### src/verilog/pipe_pkg.sv
`default_nettype none

package pipe_pkg;

    // datapath widths
    localparam int XLEN   = 64;
    localparam int ILEN   = 32;
    localparam int APB_AW = 32;
    localparam int APB_DW = 32;

    // retire counter width
    localparam int RETIRE_CNT_W = 32;

    // stage register count and stage indices
    localparam int NUM_STAGES = 4;
    localparam int STG_IF_ID  = 0;
    localparam int STG_ID_EX  = 1;
    localparam int STG_EX_MEM = 2;
    localparam int STG_MEM_WB = 3;

    // opcodes seen by predecode
    localparam logic [6:0] OPC_LOAD  = 7'b0000011;
    localparam logic [6:0] OPC_STORE = 7'b0100011;
    localparam logic [6:0] OPC_JAL   = 7'b1101111;

    // token field widths
    localparam int TOK_FLAG_W = 1;
    localparam int TOK_PC_W   = XLEN;
    localparam int TOK_RD_W   = 5;
    localparam int TOK_IMM_W  = XLEN;
    localparam int TOKEN_W    = 4 * TOK_FLAG_W + TOK_PC_W + TOK_RD_W + TOK_IMM_W;

    // token layout, msb to lsb: valid, pc, load, store, jump, rd, imm
    localparam int TOK_IMM_LSB   = 0;
    localparam int TOK_RD_LSB    = TOK_IMM_LSB + TOK_IMM_W;
    localparam int TOK_JUMP_BIT  = TOK_RD_LSB + TOK_RD_W;
    localparam int TOK_STORE_BIT = TOK_JUMP_BIT + TOK_FLAG_W;
    localparam int TOK_LOAD_BIT  = TOK_STORE_BIT + TOK_FLAG_W;
    localparam int TOK_PC_LSB    = TOK_LOAD_BIT + TOK_FLAG_W;
    localparam int TOK_VALID_BIT = TOK_PC_LSB + TOK_PC_W;

endpackage

`default_nettype wire

### src/verilog/fetch_unit.sv
`timescale 1ns/1ps
`default_nettype none

module fetch_unit import pipe_pkg::*; #(
    parameter logic [XLEN-1:0] RESET_PC = 64'h0000_0000_8000_0000
) (
    input  wire                 clk_i,
    input  wire                 arst_n_i,
    // from hazard control
    input  wire                 stall_i,
    input  wire                 flush_i,
    input  wire                 jump_en_i,
    input  wire [XLEN-1:0]      jump_addr_i,
    // instruction port
    output logic [XLEN-1:0]     imem_addr_o,
    input  wire [ILEN-1:0]      imem_data_i,
    // predecoded token into if_id
    output logic                tok_valid_o,
    output logic [XLEN-1:0]     tok_pc_o,
    output logic                tok_is_load_o,
    output logic                tok_is_store_o,
    output logic                tok_is_jump_o,
    output logic [TOK_RD_W-1:0] tok_rd_o,
    output logic [XLEN-1:0]     tok_imm_o
);

    logic [XLEN-1:0] pc_q;
    logic [6:0]      opcode;

    // redirect beats stall
    always_ff @(posedge clk_i or negedge arst_n_i) begin
        if (!arst_n_i) begin
            pc_q <= RESET_PC;
        end else if (jump_en_i) begin
            pc_q <= jump_addr_i;
        end else if (!stall_i) begin
            pc_q <= pc_q + XLEN'(4);
        end
    end

    assign imem_addr_o = pc_q;
    assign opcode      = imem_data_i[6:0];

    assign tok_valid_o    = ~flush_i;
    assign tok_pc_o       = pc_q;
    assign tok_is_load_o  = (opcode == OPC_LOAD);
    assign tok_is_store_o = (opcode == OPC_STORE);
    assign tok_is_jump_o  = (opcode == OPC_JAL);

    // immediate select by format
    always_comb begin
        case (opcode)
            OPC_STORE: begin
                tok_imm_o = {{(XLEN-12){imem_data_i[31]}}, imem_data_i[31:25],
                             imem_data_i[11:7]};
            end
            OPC_JAL: begin
                tok_imm_o = {{(XLEN-21){imem_data_i[31]}}, imem_data_i[31],
                             imem_data_i[19:12], imem_data_i[20],
                             imem_data_i[30:21], 1'b0};
            end
            // loads and alu ops use the i-type field
            default: begin
                tok_imm_o = {{(XLEN-12){imem_data_i[31]}}, imem_data_i[31:20]};
            end
        endcase
    end

    // stores carry imm bits in the rd slot
    assign tok_rd_o = tok_is_store_o ? '0 : imem_data_i[11:7];

endmodule

`default_nettype wire

### src/verilog/stage_reg.sv
`timescale 1ns/1ps
`default_nettype none

module stage_reg import pipe_pkg::*; #(
    parameter int W = TOKEN_W
) (
    input  wire          clk_i,
    input  wire          arst_n_i,
    input  wire          stall_i,
    input  wire          flush_i,
    input  wire [W-1:0]  d_i,
    output logic [W-1:0] q_o
);

    // flush wins over stall
    // a bubble is the all-zero token, so valid and the
    // memory and jump flags all drop together
    always_ff @(posedge clk_i or negedge arst_n_i) begin
        if (!arst_n_i) begin
            q_o <= '0;
        end else if (flush_i) begin
            q_o <= '0;
        end else if (!stall_i) begin
            q_o <= d_i;
        end
        // stall holds the current token
    end

endmodule

`default_nettype wire

### src/verilog/hazard_ctrl.sv
`timescale 1ns/1ps
`default_nettype none

module hazard_ctrl import pipe_pkg::*; (
    // from id_ex, the instruction in ex
    input  wire                   ex_valid_i,
    input  wire [XLEN-1:0]        ex_pc_i,
    input  wire [XLEN-1:0]        ex_imm_i,
    input  wire                   ex_is_jump_i,
    input  wire                   ex_is_load_i,
    input  wire                   ex_is_store_i,
    // from ex_mem
    input  wire                   mem_is_load_i,
    input  wire                   mem_is_store_i,
    // from lsu
    input  wire                   busy_i,
    input  wire                   busy_end_i,
    // to fetch
    output logic                  jump_en_o,
    output logic [XLEN-1:0]       jump_addr_o,
    output logic                  pc_stall_o,
    output logic                  pc_flush_o,
    // to the stage registers
    output logic [NUM_STAGES-1:0] stall_o,
    output logic [NUM_STAGES-1:0] flush_o
);

    logic mem_inst;
    logic ex_mem_op;

    // jal resolves in ex, target is pc + j-imm
    assign jump_en_o   = ex_valid_i & ex_is_jump_i;
    assign jump_addr_o = ex_pc_i + ex_imm_i;

    // load or store in ex or mem
    assign ex_mem_op = ex_valid_i & (ex_is_load_i | ex_is_store_i);
    assign mem_inst  = ex_mem_op | mem_is_load_i | mem_is_store_i;

    // flush side
    always_comb begin
        if (jump_en_o) begin
            // squash the two younger slots
            pc_flush_o             = 1'b0;
            flush_o[STG_IF_ID]     = 1'b1;
            flush_o[STG_ID_EX]     = 1'b1;
            flush_o[STG_EX_MEM]    = 1'b0;
            flush_o[STG_MEM_WB]    = 1'b0;
        end else if (busy_i) begin
            // bubbles into ex until the transfer ends
            pc_flush_o             = 1'b0;
            flush_o[STG_IF_ID]     = 1'b0;
            flush_o[STG_ID_EX]     = ~busy_end_i;
            flush_o[STG_EX_MEM]    = 1'b0;
            flush_o[STG_MEM_WB]    = 1'b0;
        end else if (mem_inst) begin
            pc_flush_o             = 1'b0;
            flush_o[STG_IF_ID]     = 1'b0;
            flush_o[STG_ID_EX]     = 1'b1;
            flush_o[STG_EX_MEM]    = 1'b0;
            flush_o[STG_MEM_WB]    = 1'b0;
        end else begin
            pc_flush_o             = 1'b0;
            flush_o[STG_IF_ID]     = 1'b0;
            flush_o[STG_ID_EX]     = 1'b0;
            flush_o[STG_EX_MEM]    = 1'b0;
            flush_o[STG_MEM_WB]    = 1'b0;
        end
    end

    // stall side, no entry for a jump
    always_comb begin
        if (busy_i) begin
            // hold front end and mem, release on the busy-end cycle
            pc_stall_o             = ~busy_end_i;
            stall_o[STG_IF_ID]     = ~busy_end_i;
            stall_o[STG_ID_EX]     = 1'b0;
            stall_o[STG_EX_MEM]    = ~busy_end_i;
            stall_o[STG_MEM_WB]    = 1'b0;
        end else if (mem_inst) begin
            // mem op about to enter mem
            pc_stall_o             = 1'b1;
            stall_o[STG_IF_ID]     = 1'b1;
            stall_o[STG_ID_EX]     = 1'b0;
            stall_o[STG_EX_MEM]    = 1'b0;
            stall_o[STG_MEM_WB]    = 1'b0;
        end else begin
            pc_stall_o             = 1'b0;
            stall_o[STG_IF_ID]     = 1'b0;
            stall_o[STG_ID_EX]     = 1'b0;
            stall_o[STG_EX_MEM]    = 1'b0;
            stall_o[STG_MEM_WB]    = 1'b0;
        end
    end

endmodule

`default_nettype wire

### src/verilog/lsu_apb.sv
`timescale 1ns/1ps
`default_nettype none

module lsu_apb import pipe_pkg::*; (
    input  wire               clk_i,
    input  wire               arst_n_i,
    // token in ex_mem
    input  wire               mem_valid_i,
    input  wire               mem_is_load_i,
    input  wire               mem_is_store_i,
    input  wire [XLEN-1:0]    mem_pc_i,
    input  wire [XLEN-1:0]    mem_imm_i,
    // apb master
    output logic              psel_o,
    output logic              penable_o,
    output logic              pwrite_o,
    output logic [APB_AW-1:0] paddr_o,
    output logic [APB_DW-1:0] pwdata_o,
    input  wire [APB_DW-1:0]  prdata_i,
    input  wire               pready_i,
    // to hazard control
    output logic              busy_o,
    output logic              busy_end_o,
    // to retire
    output logic [APB_DW-1:0] load_data_o
);

    logic access_q;
    logic mem_op;
    logic [APB_DW-1:0] load_data_q;

    // a valid load or store sitting in mem
    assign mem_op = mem_valid_i & (mem_is_load_i | mem_is_store_i);

    // setup phase is psel with access_q low
    assign psel_o    = mem_op;
    assign penable_o = access_q;

    // address from x0 + imm
    assign paddr_o  = mem_imm_i[APB_AW-1:0];
    // store data stands in with the store's own pc
    assign pwdata_o = mem_pc_i[APB_DW-1:0];
    assign pwrite_o = mem_is_store_i;

    // completing access
    assign busy_end_o = psel_o & penable_o & pready_i;
    // busy spans setup through the completing cycle
    assign busy_o     = psel_o;

    // setup -> access, back to idle on pready
    always_ff @(posedge clk_i or negedge arst_n_i) begin
        if (!arst_n_i) begin
            access_q <= 1'b0;
        end else if (busy_end_o) begin
            access_q <= 1'b0;
        end else if (psel_o) begin
            access_q <= 1'b1;
        end
    end

    // last load result
    always_ff @(posedge clk_i) begin
        if (busy_end_o && mem_is_load_i) begin
            load_data_q <= prdata_i;
        end
    end

    assign load_data_o = load_data_q;

endmodule

`default_nettype wire

### src/verilog/wb_retire.sv
`timescale 1ns/1ps
`default_nettype none

module wb_retire import pipe_pkg::*; (
    input  wire                     clk_i,
    input  wire                     arst_n_i,
    // token in mem_wb
    input  wire                     wb_valid_i,
    input  wire [XLEN-1:0]          wb_pc_i,
    input  wire [TOK_RD_W-1:0]      wb_rd_i,
    input  wire                     wb_is_load_i,
    // captured at the load's busy-end edge
    input  wire [APB_DW-1:0]        load_data_i,
    // retire report
    output logic                    retire_valid_o,
    output logic [XLEN-1:0]         retire_pc_o,
    output logic [TOK_RD_W-1:0]     retire_rd_o,
    output logic [APB_DW-1:0]       retire_data_o,
    output logic [RETIRE_CNT_W-1:0] retire_count_o
);

    logic [RETIRE_CNT_W-1:0] count_q;

    // mem_wb is already a register, report straight from it
    assign retire_valid_o = wb_valid_i;
    assign retire_pc_o    = wb_pc_i;
    assign retire_rd_o    = wb_rd_i;
    // only loads carry data
    assign retire_data_o  = (wb_valid_i && wb_is_load_i) ? load_data_i : '0;

    // minstret style count
    always_ff @(posedge clk_i or negedge arst_n_i) begin
        if (!arst_n_i) begin
            count_q <= '0;
        end else if (wb_valid_i) begin
            count_q <= count_q + 1'b1;
        end
    end

    assign retire_count_o = count_q;

endmodule

`default_nettype wire

### src/verilog/pipe_top.sv
`timescale 1ns/1ps
`default_nettype none

module pipe_top import pipe_pkg::*; #(
    parameter logic [XLEN-1:0] RESET_PC = 64'h0000_0000_8000_0000
) (
    input  wire                     clk_i,
    input  wire                     arst_n_i,
    // instruction port
    output logic [XLEN-1:0]         imem_addr_o,
    input  wire [ILEN-1:0]          imem_data_i,
    // apb master
    output logic                    psel_o,
    output logic                    penable_o,
    output logic                    pwrite_o,
    output logic [APB_AW-1:0]       paddr_o,
    output logic [APB_DW-1:0]       pwdata_o,
    input  wire [APB_DW-1:0]        prdata_i,
    input  wire                     pready_i,
    // retire port
    output logic                    retire_valid_o,
    output logic [XLEN-1:0]         retire_pc_o,
    output logic [TOK_RD_W-1:0]     retire_rd_o,
    output logic [APB_DW-1:0]       retire_data_o,
    output logic [RETIRE_CNT_W-1:0] retire_count_o
);

    // fetch token
    logic                f_valid, f_is_load, f_is_store, f_is_jump;
    logic [XLEN-1:0]     f_pc, f_imm;
    logic [TOK_RD_W-1:0] f_rd;
    // control
    logic                  jump_en, pc_stall, pc_flush, busy, busy_end;
    logic [XLEN-1:0]       jump_addr;
    logic [NUM_STAGES-1:0] stall, flush;
    logic [APB_DW-1:0]     load_data;
    // stage chain
    logic [TOKEN_W-1:0] stage_d [NUM_STAGES];
    logic [TOKEN_W-1:0] stage_q [NUM_STAGES];

    fetch_unit #(.RESET_PC(RESET_PC)) u_fetch (
        .clk_i(clk_i), .arst_n_i(arst_n_i), .stall_i(pc_stall), .flush_i(pc_flush),
        .jump_en_i(jump_en), .jump_addr_i(jump_addr),
        .imem_addr_o(imem_addr_o), .imem_data_i(imem_data_i),
        .tok_valid_o(f_valid), .tok_pc_o(f_pc), .tok_is_load_o(f_is_load),
        .tok_is_store_o(f_is_store), .tok_is_jump_o(f_is_jump),
        .tok_rd_o(f_rd), .tok_imm_o(f_imm)
    );

    // pack in layout order, valid at the msb
    assign stage_d[STG_IF_ID] = {f_valid, f_pc, f_is_load, f_is_store, f_is_jump, f_rd, f_imm};

    // if_id, id_ex, ex_mem, mem_wb
    for (genvar gi = 0; gi < NUM_STAGES; gi++) begin : g_stage
        if (gi > 0) begin : g_chain
            // a held stage passes a bubble downstream
            assign stage_d[gi] = stall[gi-1] ? '0 : stage_q[gi-1];
        end
        stage_reg #(.W(TOKEN_W)) u_stage (
            .clk_i(clk_i), .arst_n_i(arst_n_i), .stall_i(stall[gi]), .flush_i(flush[gi]),
            .d_i(stage_d[gi]), .q_o(stage_q[gi])
        );
    end

    hazard_ctrl u_ctrl (
        .ex_valid_i(stage_q[STG_ID_EX][TOK_VALID_BIT]),
        .ex_pc_i(stage_q[STG_ID_EX][TOK_PC_LSB +: XLEN]),
        .ex_imm_i(stage_q[STG_ID_EX][TOK_IMM_LSB +: XLEN]),
        .ex_is_jump_i(stage_q[STG_ID_EX][TOK_JUMP_BIT]),
        .ex_is_load_i(stage_q[STG_ID_EX][TOK_LOAD_BIT]),
        .ex_is_store_i(stage_q[STG_ID_EX][TOK_STORE_BIT]),
        .mem_is_load_i(stage_q[STG_EX_MEM][TOK_LOAD_BIT]),
        .mem_is_store_i(stage_q[STG_EX_MEM][TOK_STORE_BIT]),
        .busy_i(busy), .busy_end_i(busy_end),
        .jump_en_o(jump_en), .jump_addr_o(jump_addr),
        .pc_stall_o(pc_stall), .pc_flush_o(pc_flush), .stall_o(stall), .flush_o(flush)
    );

    lsu_apb u_lsu (
        .clk_i(clk_i), .arst_n_i(arst_n_i),
        .mem_valid_i(stage_q[STG_EX_MEM][TOK_VALID_BIT]),
        .mem_is_load_i(stage_q[STG_EX_MEM][TOK_LOAD_BIT]),
        .mem_is_store_i(stage_q[STG_EX_MEM][TOK_STORE_BIT]),
        .mem_pc_i(stage_q[STG_EX_MEM][TOK_PC_LSB +: XLEN]),
        .mem_imm_i(stage_q[STG_EX_MEM][TOK_IMM_LSB +: XLEN]),
        .psel_o(psel_o), .penable_o(penable_o), .pwrite_o(pwrite_o), .paddr_o(paddr_o),
        .pwdata_o(pwdata_o), .prdata_i(prdata_i), .pready_i(pready_i),
        .busy_o(busy), .busy_end_o(busy_end), .load_data_o(load_data)
    );

    wb_retire u_retire (
        .clk_i(clk_i), .arst_n_i(arst_n_i),
        .wb_valid_i(stage_q[STG_MEM_WB][TOK_VALID_BIT]),
        .wb_pc_i(stage_q[STG_MEM_WB][TOK_PC_LSB +: XLEN]),
        .wb_rd_i(stage_q[STG_MEM_WB][TOK_RD_LSB +: TOK_RD_W]),
        .wb_is_load_i(stage_q[STG_MEM_WB][TOK_LOAD_BIT]), .load_data_i(load_data),
        .retire_valid_o(retire_valid_o), .retire_pc_o(retire_pc_o),
        .retire_rd_o(retire_rd_o), .retire_data_o(retire_data_o),
        .retire_count_o(retire_count_o)
    );

endmodule

`default_nettype wire

### config.mk
export PLATFORM = sky130hd
export DESIGN_NAME = pipe_top
export DESIGN_NICKNAME = d
export VERILOG_FILES = /design/src/verilog/pipe_pkg.sv /design/src/verilog/fetch_unit.sv /design/src/verilog/stage_reg.sv /design/src/verilog/hazard_ctrl.sv /design/src/verilog/lsu_apb.sv /design/src/verilog/wb_retire.sv /design/src/verilog/pipe_top.sv
export SDC_FILE = /design/constraint.sdc
export NUM_CORES = 1
export LEC_CHECK = 0
export BUFFER_PORTS_ARGS = -buffer_cell sky130_fd_sc_hd__buf_4
export CAP_MARGIN = 15
export CORE_MARGIN = 2
export CORE_UTILIZATION = 60
export DETAILED_ROUTE_END_ITERATION = 16
export GPL_TIMING_DRIVEN = 0
export PLACE_DENSITY = 0.77
export SLEW_MARGIN = 20
export SYNTH_ARGS = -nofsm -noshare
export SYNTH_HDL_FRONTEND = slang
export SYNTH_HIERARCHICAL = 1
export SYNTH_SLANG_ARGS = --single-unit
### constraint.sdc
create_clock -name clk_i -period 4.9 [get_ports clk_i]
set_input_delay 1.47 -clock clk_i [delete_from_list [all_inputs] [get_ports clk_i]]
set_output_delay 1.47 -clock clk_i [all_outputs]
set_load 0.01 [all_outputs]
## Word-level counts from Yosys, hierarchy flattened

Index checks and enable logic that the tools add are counted.

| word-level totals | value |
|---|---|
| input port bits | 67 |
| output and inout bits | 265 |
| flip-flop bits (word level) | 677 |
| word-level logic and storage cells | 57 |

| cells by class | value |
|---|---|
| $add $sub $neg | 3 |
| multiplexer cells | 25 |
| reduce and logical (&&, ||, !) cells | 3 |
| eq/ne operators | 8 |
| bitwise logic cells | 10 |

Operators with widths:

| cell | count |
|---|---|
| $mux W137 | 11 |
| $mux W64 | 2 |
| $add A64 B3 Y64 const B | 1 |
| $add A64 B64 Y64 | 1 |
| $pmux W20 S2 | 1 |
| $add A32 B1 Y32 const B | 1 |
| $mux W32 | 1 |
| $mux W4 | 3 |
| $ne A2 B1 Y1 const B | 4 |
| $eq A7 B2 Y1 const B | 1 |
| $eq A7 B6 Y1 const B | 1 |
| $eq A7 B7 Y1 const B | 1 |
| $and A1 B1 Y1 | 5 |
| $mux W1 | 5 |
| $mux W5 | 1 |
| $or A1 B1 Y1 | 4 |
| $logic_and A1 B1 Y1 | 2 |
| $mux W2 | 1 |
| $ne A2 B2 Y1 const B | 1 |
| $reduce_bool A2 Y1 | 1 |
| $not A1 Y1 | 1 |

## Longest topological paths before layout

| depth | value |
|---|---|
| word-level depth | 9 |
| mapped depth | 13 |
| depth with buffers taken out | 13 |

## Hierarchy

Netlist, hierarchy kept.

Modules (own cells, without submodules):

| module | seq. area each (µm²) | cells each | instances | area an instance (µm²) |
|---|---|---|---|---|
| stage_reg | 3428.3 | 441 | 4 | 5677.9 |
| fetch_unit | 1602.8 | 576 | 1 | 4858.4 |
| hazard_ctrl | 0.0 | 593 | 1 | 3995.1 |
| pipe_top | 0.0 | 456 | 1 | 2899.0 |
| wb_retire | 800.8 | 238 | 1 | 2208.4 |
| lsu_apb | 985.9 | 105 | 1 | 1526.5 |

## Worst setup path before layout

No wires, ideal clock.

| timing | value |
|---|---|
| kind | input to register |
| start | input pready_i |
| end | register u_fetch.pc_q[58], in the netlist u_fetch/imem_addr_o[58] |
| arrival time | 3.578 ns |
| path buffers | 2 |
| stages | 10 |
| slack | 1.253 ns |
| library setup time | 0.069 ns |
| data required time | 4.831 ns |
| path through | nand2_1 > nor2_1 > a22oi_1 > clkbuf_1 > and3b_1 > nand4_1 > or4_1 > buf_2 > or4_1 > nand3_1 |

| between the ends | value |
|---|---|
| cells in the longest elaborated chain, start to end | 4 |

Ends and longest elaborated chain:

| what | line | RTL |
|---|---|---|
| start, declared | pipe_top.sv:19 | `input wire pready_i,` |
| $and A1 B1 Y1 | lsu_apb.sv:46 | `assign busy_end_o = psel_o & penable_o & pready_i;` |
| via busy_end | pipe_top.sv:33 | `logic jump_en, pc_stall, pc_flush, busy, busy_end;` |
| $not A1 Y1 | hazard_ctrl.sv:74 | `pc_stall_o = ~busy_end_i;` |
| $mux W1 | hazard_ctrl.sv:72 | `if (busy_i) begin` |
| via pc_stall | pipe_top.sv:33 |  |
| $ne A2 B2 Y1 (no source line) | - |  |
| end signal, assigned | fetch_unit.sv:35 | `pc_q <= jump_addr_i;` |
| end signal, assigned | fetch_unit.sv:37 | `pc_q <= pc_q + XLEN'(4);` |
| end, declared | fetch_unit.sv:27 | `logic [XLEN-1:0] pc_q;` |

The timed path passes the listed nets, and every way through them passes these cells.
A chain may end at the register's enable or synchronous reset.

## Worst setup path in the final report

| timing | value |
|---|---|
| start | input pready_i |
| end | register u_fetch.pc_q[57], in the netlist u_fetch/imem_addr_o[57] |

The elaborated chain is that of the path after synthesis.

==> out/metrics.cfg <==
[die]
die_width_um=240
io_pins=332
start_util_pct=60.7
fp.dieArea_um2=57700
rows=86
core_area_um2=55100
fp.dieH_um=240

[drt]
via_per_inst=5.61
dr_wl_met2_um=42200
vias=25300
wl_per_cell_um=19.9
detail-route-antenna-nets=0
top_layer=met4
dr.pass1.iters=9
routed_wl_um=89500
wl_met1_um=38600
drc=0
drt_iter0_drc=1899
wl_met3_um=6050

[setup_path]
crit_path_end_kind=flop
startpoint_type=input pin
regToRegSetupSlack_ns=1.13
cp_common_cell=nand4b_1
crit_family=simple AND/OR/NAND/NOR gates
crit_slowest_cell=nor3_2
worst-endpoint-arrival_ns=4.53
path_cells=buf_4, nand2_1, nor2_1, a22oi_1, clkbuf_1, nand4b_1, nor3_2, nand4b_1, or4_1, a31oi_1
cp_max_fo=9
cpPeakStageDelay_ns=0.63
required_ns=5.44
critical_path.n_buffers_inverters=2
path_class=input pin to flop

[cts]
cts_sinks=578
cts-htree-levels=2
cts_made_buffers=61
cts-root-buf=clkbuf_16
ctsHoldBuffers=0
insertion_delay_ns=0.63
cts_setup_buffers=0
cts.path.max_buffers=3
path_clk_slew_ns=0.06
cts_tree=done
ctsResizeCount=0

[power]
peakVddDrop_uv=284
p_per_area_nw_per_um2=370
p_leak_nw=18.2

[timing]
hold_violations=0
timing.final.crit_share_pct=81.3
tightest_slew_ns=1.03
max_freq_mhz=251
setup_viol=0
timing.final.max_slew_violations=0
tns_ns=0
skew_ns=0.0342
timing.final.ws_setup_ns=0.914
min_period_ns=3.99
max_slew_margin_pct=31.0
grt_setup_unrepaired=false

[global_route]
grt_start_max_net_pins=101
grt_overflow=0
grt_use_total_pct=30.8
antenna_found_initial=1
grt_pass1_wl_um=138000
grt_pass1_vias=24900

[min_path]
hold_class=flop to flop

[final_layout]
final_util_pct=70.7
fin_nets=3842
drive_gt1_share_pct=23.4
area_delta_synth_final_pct=16.4

[synthesis]
syn_avg_cell_area_um2=10.1
netlist_area_um2=33400
yosys_warnings=6
synthCells=3311

[placement]
place_hpwl_um=67200
place_ws_ns=0.455
portBuffers=325
globalplace.congestion=0.968

[run]
maxCapViolCount=0

[run_status]
status=finished, final reports clean

-- sequential cells by signal, summed over array words and instances (netlist names) --
name	count
g_stage.u_stage/q_o	449
u_fetch/imem_addr_o	64
u_lsu/load_data_o	32
u_retire/retire_count_o	32
u_lsu/penable_o	1
-- layout by cell type, fill, tap and decap left out, types with 10 or more instances in the layout --
| cell type | n |
|---|---|
| buf_6 | 15 |
| nand4_1 | 71 |
| a31oi_1 | 27 |
| a21o_1 | 35 |
| clkinv_2 | 12 |
| nand2_1 | 123 |
| nor2_1 | 514 |
| o21bai_1 | 16 |
| nor2b_1 | 323 |
| buf_4 | 591 |
| dfrtp_1 | 545 |
| edfxtp_1 | 32 |
| nor4_1 | 18 |
| and2_1 | 11 |
| buf_2 | 76 |
| buf_12 | 47 |
| nand3_1 | 40 |
| a21oi_1 | 78 |
| inv_1 | 38 |
| or4_1 | 12 |
| o21ai_1 | 10 |
| nor3_1 | 22 |
| o21ai_0 | 82 |
| mux2_2 | 13 |
| and3_1 | 53 |
| clkbuf_16 | 63 |
| ha_1 | 65 |
| xor2_1 | 57 |
| mux2i_1 | 450 |
| xnor2_1 | 75 |
| or3_1 | 19 |
| clkbuf_1 | 69 |
-- worst paths after layout --
kind,startpoint,endpoint,cells after the start
max,pready_i,u_fetch/imem_addr_o[57],10
min,u_retire/retire_count_o[27],u_retire/retire_count_o[27],1
max reg2reg,g_stage[1].u_stage/q_o[4],u_fetch/imem_addr_o[59],12
min reg2reg,u_retire/retire_count_o[27],u_retire/retire_count_o[27],1
max in group asynchronous,arst_n_i,g_stage[2].u_stage/q_o[121],4
min in group asynchronous,arst_n_i,g_stage[3].u_stage/q_o[88],1
-- worst register-to-register path, cell delays in order (launching register included) --
cell and delay (ns):
dfrtp_1 0.44, ha_1 0.37, a21o_1 0.24, a31o_1 0.26
o211ai_1 0.36, a21oi_2 0.17, o31ai_2 0.54, a31oi_1 0.20
o21a_1 0.24, a21oi_1 0.19, xnor2_1 0.13, a22o_1 0.26
a211o_1 0.26
-- area by class of cell --
type                       instances  area (µm²)
antenna                            1        2.50
clock buffer                      88        1760
timing repair buffer             331        2610
multi-input combinational       2235       15000
sequential                       578       14600
inverter                          39         146
buffer                           463        3720
fill                            4303       16200
tap                              748         936
clock inverter                    21         160
-- routing by layer --
layer | track usage, % | vias to the layer above
met1 | 41.6 | 12500
met2 | 50.6 | 835
met3 | 5.61 | 160
met5 | 0 | -
met4 | 9.24 | 0
li1 | - | 11800
-- power breakdown --
group	internal [W]	switching, W
sequential	0.00534	0.000637
clock	0.00258	0.00188
combinational	0.00181	0.00214
-- stage by stage --
| step | total power (W) | std cells | cell area (µm²) | hold slack, ns |
|---|---|---|---|---|
| 2_1_floorplan | 0.00855 | 3315 | 33500 | 0.481 |
| 3_3_place_gp | 0.00975 | 4388 | 36800 | 0.482 |
| 3_5_place_dp | 0.00988 | 4394 | 37000 | 0.487 |
| 4_1_cts | 0.0144 | 4503 | 38900 | 0.497 |
| 5_1_grt | 0.0151 | 4503 | 38900 | 0.520 |
| 6_report | 0.0144 | 4504 | 38900 | 0.494 |
(Power assumes the default switching activity.)
